## config.mk

```make
export PLATFORM = sky130hd
export DESIGN_NAME = dual_beam_trigger
export DESIGN_NICKNAME = d
export VERILOG_FILES = /design/src/source/beam_cfg_pkg.sv /design/src/source/trig_ctrl_pkg.sv /design/src/source/beam_former.sv /design/src/source/beam_envelope.sv /design/src/source/beam_threshold.sv /design/src/source/dual_beam_trigger.sv
export SDC_FILE = /design/constraint.sdc
export NUM_CORES = 2
export LEC_CHECK = 0
export BUFFER_PORTS_ARGS = -buffer_cell sky130_fd_sc_hd__buf_2
export CORE_MARGIN = 10
export CORE_UTILIZATION = 40
export CTS_CLUSTER_DIAMETER = 30
export DETAILED_ROUTE_END_ITERATION = 10
export GPL_ROUTABILITY_DRIVEN = 0
export SYNTH_ARGS = -nofsm -noshare
export SYNTH_HDL_FRONTEND = slang
export SYNTH_SLANG_ARGS = --single-unit
export TNS_END_PERCENT = 5
```

## constraint.sdc

```tcl
create_clock -name clk_i -period 23.8 [get_ports clk_i]
set_input_delay 4.76 -clock clk_i [delete_from_list [all_inputs] [get_ports clk_i]]
set_output_delay 4.76 -clock clk_i [all_outputs]
set_load 0.005 [all_outputs]
```

## src/source/beam_cfg_pkg.sv

```systemverilog
package beam_cfg_pkg;

    // raw sample path, one beam-pair block
    localparam int NBITS     = 5;                      // signed input sample
    localparam int NSAMP     = 4;                      // samples per clock per channel
    localparam int NCHAN     = 8;                      // delayed channels per beam
    localparam int NBEAM     = 2;                      // beam A and beam B
    localparam int IN_BITS   = NCHAN * NSAMP * NBITS;  // channel-major, then sample

    // beam sum covers -128..+128 (inverting -16 gives +16)
    localparam int BEAM_BITS = 9;
    localparam int SQ_BITS   = 15;                     // unsigned square, 128*128 fits
    localparam int SQ_MAX    = 16384;                  // largest square the former can make

    // per-clock sum of four squares, then two of them make the envelope
    localparam int QUAD_BITS = 17;
    localparam int ENV_BITS  = 18;

    // how one channel enters a beam, decoded from its use/invert bits
    typedef enum logic [1:0] {
        CHAN_OFF    = 2'b00,  // use low, channel ignored
        CHAN_PASS   = 2'b01,  // added as is
        CHAN_INVERT = 2'b10   // negated before the add
    } chan_mode_e;

endpackage

```

## src/source/trig_ctrl_pkg.sv

```systemverilog
package trig_ctrl_pkg;

    // threshold values compare directly against the 18-bit envelope
    localparam int THR_BITS = 18;

    // two thresholds per beam, each double-buffered
    localparam int NTHR = 2;

    // one raw trigger per beam and threshold, 2 beams x 2 thresholds
    localparam int NTRIG = 4;

    // all ones, so nothing can fire until software loads real thresholds
    localparam logic [THR_BITS-1:0] THR_RESET = '1;

endpackage

```

## src/source/beam_former.sv

```systemverilog
`timescale 1ns/10ps
module beam_former (
    input  logic                                      clk_i,
    input  logic                                      rst_i,
    input  logic [beam_cfg_pkg::IN_BITS-1:0]          beam_a_i,
    input  logic [beam_cfg_pkg::NCHAN-1:0]            beam_a_use_i,
    input  logic [beam_cfg_pkg::NCHAN-1:0]            beam_a_invert_i,
    input  logic [beam_cfg_pkg::IN_BITS-1:0]          beam_b_i,
    input  logic [beam_cfg_pkg::NCHAN-1:0]            beam_b_use_i,
    input  logic [beam_cfg_pkg::NCHAN-1:0]            beam_b_invert_i,
    output logic [beam_cfg_pkg::NSAMP-1:0][beam_cfg_pkg::SQ_BITS-1:0] sq_a_o,
    output logic [beam_cfg_pkg::NSAMP-1:0][beam_cfg_pkg::SQ_BITS-1:0] sq_b_o
);
    import beam_cfg_pkg::*;

    // both beams side by side, index 0 is A, index 1 is B
    logic [NBEAM-1:0][IN_BITS-1:0]                   data;
    logic [NBEAM-1:0][NCHAN-1:0]                     use_m;
    logic [NBEAM-1:0][NCHAN-1:0]                     inv_m;

    logic [NBEAM-1:0][NSAMP-1:0][BEAM_BITS-1:0]      sum_d;  // combinational beam sum
    logic [NBEAM-1:0][NSAMP-1:0][BEAM_BITS-1:0]      sum_q;  // stage 1, two's complement
    logic [NBEAM-1:0][NSAMP-1:0][SQ_BITS-1:0]        sq_d;
    logic [NBEAM-1:0][NSAMP-1:0][SQ_BITS-1:0]        sq_q;   // stage 2

    assign data  = {beam_b_i, beam_a_i};
    assign use_m = {beam_b_use_i, beam_a_use_i};
    assign inv_m = {beam_b_invert_i, beam_a_invert_i};

    // use low wins over invert
    function automatic chan_mode_e decode_mode(input logic use_b, input logic inv_b);
        if (!use_b)
            return CHAN_OFF;
        return inv_b ? CHAN_INVERT : CHAN_PASS;
    endfunction

    // add up enabled channels sample by sample
    always_comb begin : form_sum
        logic signed [NBITS-1:0]     smp;
        logic signed [BEAM_BITS-1:0] acc;
        for (int b = 0; b < NBEAM; b++) begin
            for (int s = 0; s < NSAMP; s++) begin
                acc = '0;
                for (int c = 0; c < NCHAN; c++) begin
                    smp = signed'(data[b][(c*NSAMP + s)*NBITS +: NBITS]);  // channel-major
                    case (decode_mode(use_m[b][c], inv_m[b][c]))
                        CHAN_PASS:   acc = acc + smp;   // sign-extends to 9 bits
                        CHAN_INVERT: acc = acc - smp;   // -(-16) still fits
                        default:     acc = acc;         // off, contributes nothing
                    endcase
                end
                sum_d[b][s] = acc;
            end
        end
    end

    // square of the registered sum, always positive
    always_comb begin : form_square
        logic signed [BEAM_BITS-1:0]   val;
        logic signed [2*BEAM_BITS-1:0] prod;
        for (int b = 0; b < NBEAM; b++) begin
            for (int s = 0; s < NSAMP; s++) begin
                val         = signed'(sum_q[b][s]);
                prod        = val * val;
                sq_d[b][s]  = SQ_BITS'(prod);  // upper bits always zero, max 16384
            end
        end
    end

    always_ff @(posedge clk_i) begin
        if (rst_i) begin
            sum_q <= '0;
            sq_q  <= '0;
        end else begin
            sum_q <= sum_d;  // n+1
            sq_q  <= sq_d;   // n+2
        end
    end

    assign sq_a_o = sq_q[0];
    assign sq_b_o = sq_q[1];

    // the square stage never sees a sum outside +/-128
    for (genvar b = 0; b < NBEAM; b++) begin : g_beam_chk
        for (genvar s = 0; s < NSAMP; s++) begin : g_samp_chk
            a_sq_range: assert property (
                @(posedge clk_i) disable iff (rst_i)
                sq_q[b][s] <= SQ_BITS'(SQ_MAX)
            ) else $error("beam %0d sample %0d square %0d above max", b, s, sq_q[b][s]);
        end
    end

endmodule

```

## src/source/beam_envelope.sv

```systemverilog
`timescale 1ns/10ps
module beam_envelope (
    input  logic                                                       clk_i,
    input  logic                                                       rst_i,
    input  logic [beam_cfg_pkg::NSAMP-1:0][beam_cfg_pkg::SQ_BITS-1:0] sq_a_i,
    input  logic [beam_cfg_pkg::NSAMP-1:0][beam_cfg_pkg::SQ_BITS-1:0] sq_b_i,
    output logic [beam_cfg_pkg::ENV_BITS-1:0]                          env_a_o,
    output logic [beam_cfg_pkg::ENV_BITS-1:0]                          env_b_o
);
    import beam_cfg_pkg::*;

    // 8-sample boxcar over two clocks of four samples,
    // only one output per clock, so decimated by four

    logic [NBEAM-1:0][NSAMP-1:0][SQ_BITS-1:0] sq;          // A at 0, B at 1
    logic [NBEAM-1:0][QUAD_BITS-1:0]          quad_d;      // sum of this clock's squares
    logic [NBEAM-1:0][QUAD_BITS-1:0]          quad_q;      // n+3
    logic [NBEAM-1:0][QUAD_BITS-1:0]          quad_prev_q; // one clock older than quad_q
    logic [NBEAM-1:0][ENV_BITS-1:0]           env_d;
    logic [NBEAM-1:0][ENV_BITS-1:0]           env_q;       // n+4

    assign sq = {sq_b_i, sq_a_i};

    // four squares at most 4*16384, needs all 17 bits
    always_comb begin
        for (int b = 0; b < NBEAM; b++) begin
            quad_d[b] = '0;
            for (int s = 0; s < NSAMP; s++)
                quad_d[b] = quad_d[b] + QUAD_BITS'(sq[b][s]);
        end
    end

    // current four plus the previous four
    always_comb begin
        for (int b = 0; b < NBEAM; b++)
            env_d[b] = ENV_BITS'(quad_q[b]) + ENV_BITS'(quad_prev_q[b]);
    end

    always_ff @(posedge clk_i) begin
        if (rst_i) begin
            quad_q      <= '0;
            quad_prev_q <= '0;  // first two envelopes after reset see this zero
            env_q       <= '0;
        end else begin
            quad_q      <= quad_d;
            quad_prev_q <= quad_q;  // word n-1 when word n sits in quad_q
            env_q       <= env_d;
        end
    end

    // straight to the threshold stage and the observation port
    assign env_a_o = env_q[0];
    assign env_b_o = env_q[1];

    // eight full-scale squares is the ceiling,
    // anything above means a square or sum overflowed upstream
    for (genvar b = 0; b < NBEAM; b++) begin : g_env_chk
        a_env_range: assert property (
            @(posedge clk_i) disable iff (rst_i)
            env_q[b] <= ENV_BITS'(8 * SQ_MAX)
        ) else $error("beam %0d envelope %0d above eight full squares", b, env_q[b]);
    end

endmodule

```

## src/source/beam_threshold.sv

```systemverilog
`timescale 1ns/10ps
module beam_threshold (
    input  logic                                                          clk_i,
    input  logic                                                          rst_i,
    input  logic [trig_ctrl_pkg::NTHR-1:0][trig_ctrl_pkg::THR_BITS-1:0]  thresh_i,
    input  logic [trig_ctrl_pkg::NTHR-1:0]                                thresh_wr_i,
    input  logic [trig_ctrl_pkg::NTHR-1:0]                                thresh_update_i,
    input  logic [beam_cfg_pkg::ENV_BITS-1:0]                             env_a_i,
    input  logic [beam_cfg_pkg::ENV_BITS-1:0]                             env_b_i,
    output logic [trig_ctrl_pkg::NTRIG-1:0]                               trigger_o
);
    import beam_cfg_pkg::*;
    import trig_ctrl_pkg::*;

    logic [NBEAM-1:0][ENV_BITS-1:0]  env;        // A at 0, B at 1
    logic [NTHR-1:0][THR_BITS-1:0]   pending_q;  // staged by write strobe
    logic [NTHR-1:0][THR_BITS-1:0]   active_q;   // used by the compare
    logic [NTRIG-1:0]                trig_d;
    logic [NTRIG-1:0]                trig_q;

    assign env = {env_b_i, env_a_i};

    // double buffer per slot
    // same-cycle write and update: active takes the old pending,
    // the new write lands in pending for a later update
    always_ff @(posedge clk_i) begin
        if (rst_i) begin
            pending_q <= {NTHR{THR_RESET}};
            active_q  <= {NTHR{THR_RESET}};
        end else begin
            for (int j = 0; j < NTHR; j++) begin
                if (thresh_update_i[j])
                    active_q[j] <= pending_q[j];  // value before this edge
                if (thresh_wr_i[j])
                    pending_q[j] <= thresh_i[j];
            end
        end
    end

    // bit order: thr0 A, thr0 B, thr1 A, thr1 B
    always_comb begin
        for (int j = 0; j < NTHR; j++) begin
            for (int b = 0; b < NBEAM; b++)
                trig_d[j*NBEAM + b] = env[b] > active_q[j];  // strict, equal does not fire
        end
    end

    always_ff @(posedge clk_i) begin
        if (rst_i)
            trig_q <= '0;
        else
            trig_q <= trig_d;  // n+5 at the top level
    end

    assign trigger_o = trig_q;

    // update pulse moves the pending value seen at that edge
    for (genvar j = 0; j < NTHR; j++) begin : g_thr_chk
        a_update_moves_pending: assert property (
            @(posedge clk_i) disable iff (rst_i)
            thresh_update_i[j] |=> active_q[j] == $past(pending_q[j])
        ) else $error("slot %0d active %0h not the staged value", j, active_q[j]);
    end

endmodule

```

## src/source/dual_beam_trigger.sv

```systemverilog
`timescale 1ns/10ps
module dual_beam_trigger (
    input  logic                                                          clk_i,
    input  logic                                                          rst_i,
    // beam A channel data and per-channel masks
    input  logic [beam_cfg_pkg::IN_BITS-1:0]                              beam_a_i,
    input  logic [beam_cfg_pkg::NCHAN-1:0]                                beam_a_use_i,
    input  logic [beam_cfg_pkg::NCHAN-1:0]                                beam_a_invert_i,
    // beam B, same layout
    input  logic [beam_cfg_pkg::IN_BITS-1:0]                              beam_b_i,
    input  logic [beam_cfg_pkg::NCHAN-1:0]                                beam_b_use_i,
    input  logic [beam_cfg_pkg::NCHAN-1:0]                                beam_b_invert_i,
    // threshold config, double-buffered
    input  logic [trig_ctrl_pkg::NTHR-1:0][trig_ctrl_pkg::THR_BITS-1:0]  thresh_i,
    input  logic [trig_ctrl_pkg::NTHR-1:0]                                thresh_wr_i,
    input  logic [trig_ctrl_pkg::NTHR-1:0]                                thresh_update_i,
    output logic [trig_ctrl_pkg::NTRIG-1:0]                               trigger_o,  // n+5
    output logic [beam_cfg_pkg::ENV_BITS-1:0]                             env_a_o,    // n+4
    output logic [beam_cfg_pkg::ENV_BITS-1:0]                             env_b_o
);
    import beam_cfg_pkg::*;

    logic [NSAMP-1:0][SQ_BITS-1:0] sq_a;  // squared beam A, n+2
    logic [NSAMP-1:0][SQ_BITS-1:0] sq_b;
    logic [ENV_BITS-1:0]           env_a; // boxcar envelope, n+4
    logic [ENV_BITS-1:0]           env_b;

    // sum and square, two clocks
    beam_former u_former (
        .clk_i           (clk_i),
        .rst_i           (rst_i),
        .beam_a_i        (beam_a_i),
        .beam_a_use_i    (beam_a_use_i),
        .beam_a_invert_i (beam_a_invert_i),
        .beam_b_i        (beam_b_i),
        .beam_b_use_i    (beam_b_use_i),
        .beam_b_invert_i (beam_b_invert_i),
        .sq_a_o          (sq_a),
        .sq_b_o          (sq_b)
    );

    // quad sum then two-clock boxcar
    beam_envelope u_envelope (
        .clk_i   (clk_i),
        .rst_i   (rst_i),
        .sq_a_i  (sq_a),
        .sq_b_i  (sq_b),
        .env_a_o (env_a),
        .env_b_o (env_b)
    );

    // one clock of compare against the active thresholds
    beam_threshold u_threshold (
        .clk_i           (clk_i),
        .rst_i           (rst_i),
        .thresh_i        (thresh_i),
        .thresh_wr_i     (thresh_wr_i),
        .thresh_update_i (thresh_update_i),
        .env_a_i         (env_a),
        .env_b_i         (env_b),
        .trigger_o       (trigger_o)
    );

    // envelopes also leave the block for observation
    assign env_a_o = env_a;
    assign env_b_o = env_b;

endmodule

```

==> impl_results.md <==
- Post_cts resized: 0
- Critical-path top delay cell: nand2_1
- CP delay by family, top: XOR/XNOR gates
- Clock transition at the registers of the reported paths: 50 ps
- First-pass GRT wire length: approximately 300,000 µm
- Final period util: about three fifths
- Post-Syn Area: 0.0659 mm²
- Least-Margin Pin Slew: between 900 and 1000 ps
- Final setup violation count: 0
- Pwr/cell area: about 160 mW/mm²
- Reg2reg start: u_former.sum_q[8]
- Worst vdd ir: a little over 0.09 mV
- Asr flop ratio synth: 0%
- Skew final: approximately 57 ps
- Vias: ~56,000
- Number of global-route vias before repair: slightly below 60,000
- Max Cap Violations: 0
- Inserted Clock Buffers: between 90 and 100
- # Post-CTS Setup Buffers: 0
- Area after DPL: about 0.07 mm²
- Die W: about 430 µm
- Gr usage total: 19.6%
- Commonest non-fill, non-tap cell in the layout: inv_1
- Nets: 10,258
- CP max FO: ~40
- Setup TNS: 0 ps
- Sequential-to-total area share from yosys stat: approximately 11%
- CP required: about 24,000 ps
- Remaining global-route overflow: 0
- Crit end category: flop
- Core ar.: 0.163 mm²
- DRT Pass-1 Iters: 5
- Top_reg_cell synth: dfxtp_1
- Die Y: around 430 µm
- Clock root buffer: clkbuf_16
- Reg2Reg Setup Slack: around 19,000 ps
- Status: completed
- Slew headroom: a little over a third
- Clock sinks: 364
- Final Hold Fails: 0
- Lkg Pwr: about 37 nW
- Initial antenna violation count: 59
- Worst skew pair latency: 690 ps
- Syn avg cell area: just over 8 µm²
- H-tree depth: 3
- Drt wl/cell: ~17 µm
- Cts hold-fix bufs: 0
- Crit path from: beam_a_use_i[1]
- Synth-to-layout area growth: 12.1%
- Hold wc startpoint: u_envelope.quad_q[26]
- Max Fclk: 68.0 MHz
- Unrepaired setup endpoints after global routing: false
- Port Buffers: ~430
- Register bit total from synthesis: 364
- IO Pins: 434
- Largest net degree at the start of global routing: around 110
- CP Launch Type: input port
- Worst hold path type: flop to flop
- Total power: ~12 mW
- Post-layout minimum cycle time: 14,710 ps
- CP dominant cell by count: xnor2_1
- Cell count after synthesis: 8,108
- Commonest cells after routing, fill and taps aside: inv_1 (1,061), ha_1 (955), nor2_1 (594), nand2_1 (584), a21oi_1 (491)
- Data arrival, critical path: 15,290 ps
- Clock Tree Buf Depth: 3
- Vias per inst: between 5 and 6
- Synth unique cells: ~100
- DRC Markers: 0
- Share of cells above drive strength 1: roughly 11%
- Initial Util: about two fifths
- CP bufs+invs: 4
- EDFF count, synth: 0
- Row Count: 148
- CTS tree: done
- Post-route ant nets: 0
- Synth warn: 0
- Total die area: roughly 0.18 mm²
- Initial DRC Count: about 2,600
- WS Path Type: input port to flop
- Final Instance Area: about 0.074 mm²
- Hpwl dp: about 150,000 µm
- CP max stage delay: 570 ps
- DRT Wirelength: 181,000 µm
- Max-slew violation count: 0
## area by class of cell
cell class              count  area, µm²
repair buffers            478       2510
diodes                     33       82.6
clock inverters            72       1120
flip-flops and latches    364       7290
multi-input cells        6432      53600
well taps                2175       2720
clock buffers             110       2580
fillers                 16173      89400
inverters                1063       3990
## worst reg2reg max path, delay by kind of cell (launching register included)
| kind | cells | cell delay [ps] |
|---|---|---|
| adder cells (fa/ha/maj) | 6 | 2760 |
| AO/OA/AOI/OAI | 6 | 1000 |
| flip-flops | 1 | 660 |
| AND/OR/NAND/NOR | 2 | 410 |
| XOR/XNOR | 1 | 190 |
| buffers and inverters | 2 | 110 |
## cell usage after synthesis, types with 71 or more instances
master | instances | share of area (%)
ha_1 | 955 | 18
nor3_1 | 145 | 1.1
mux2i_1 | 190 | 2.9
o31ai_1 | 71 | 0.81
nand3_1 | 74 | 0.56
a21o_1 | 177 | 2.0
fa_1 | 473 | 14
nand2_1 | 584 | 3.3
and2_1 | 250 | 2.4
o21ai_0 | 330 | 2.5
xnor2_1 | 486 | 6.5
nor2_1 | 594 | 3.4
mux2_2 | 200 | 3.4
a21oi_1 | 491 | 3.7
dfxtp_1 | 364 | 11
clkbuf_1 | 204 | 1.2
nor2b_1 | 219 | 2.1
nand2b_1 | 101 | 0.96
inv_1 | 1061 | 6.0
xor2_1 | 205 | 2.7
## where the power goes
part | total [mW] | internal (mW) | switching, mW
clock | 1.44 | 0.993 | 0.450
sequential | 1.07 | 0.827 | 0.241
combinational | 9.25 | 4.30 | 4.95
total | 11.8 | 6.12 | 5.64
## final timing paths
check / end / depth (start not counted)
worst max-delay path: u_former.sum_q[26] / 45
worst max register to register: u_former.sq_a_o[14] / 17
worst min register to register: u_envelope.quad_prev_q[26] / 1
worst min-delay path: u_envelope.quad_prev_q[26] / 1
## logic make-up (layout without fill, tap and decap cells)
group / count (synthesis) / count (layout) / share of synthesized area (%)
AO/OA/AOI/OAI: 1608 / 1608 / 15.7
multiplexers: 392 / 392 / 6.35
flip-flops: 364 / 364 / 11.1
buffers and inverters: 1314 / 1723 / 7.65
XOR/XNOR: 699 / 699 / 9.45
other: 2 / 37 / 0.0114
adder cells (fa/ha/maj): 1437 / 1437 / 32.6
AND/OR/NAND/NOR: 2292 / 2292 / 17.2
## metal layers
metal	routed length (µm)	GRT usage, %	vias up	share of wire, %
li1	-	-	28182	-
met1	77700	23.7	26764	43
met2	89700	35.2	990	50
met3	6510	2.34	321	3.6
met4	6670	7.40	16	3.7
met5	97	0	-	0.054
## sequential cells by signal, indices dropped and copies added, names as in the netlist
name,flops
u_former.sum_q,63
u_former.sq_a_o,56
u_former.sq_b_o,56
u_threshold.active_q,36
u_threshold.pending_q,36
u_envelope.quad_prev_q,34
u_envelope.quad_q,34
u_envelope.env_a_o,18
u_envelope.env_b_o,18
u_former.form_square.val,9
u_threshold.trigger_o,4
## through the flow
step	setup WS, ps	hold slack (ps)	util (%)	cells
global placement	8710	453	42.9	10512
detailed placement	8530	459	42.9	10512
floorplan	9250	441	-	8110
finish	9090	439	45.2	10727
global route	8400	453	45.2	10724
CTS	9180	442	45.2	10694
Note: power is estimated with default switching activity, not from simulation.
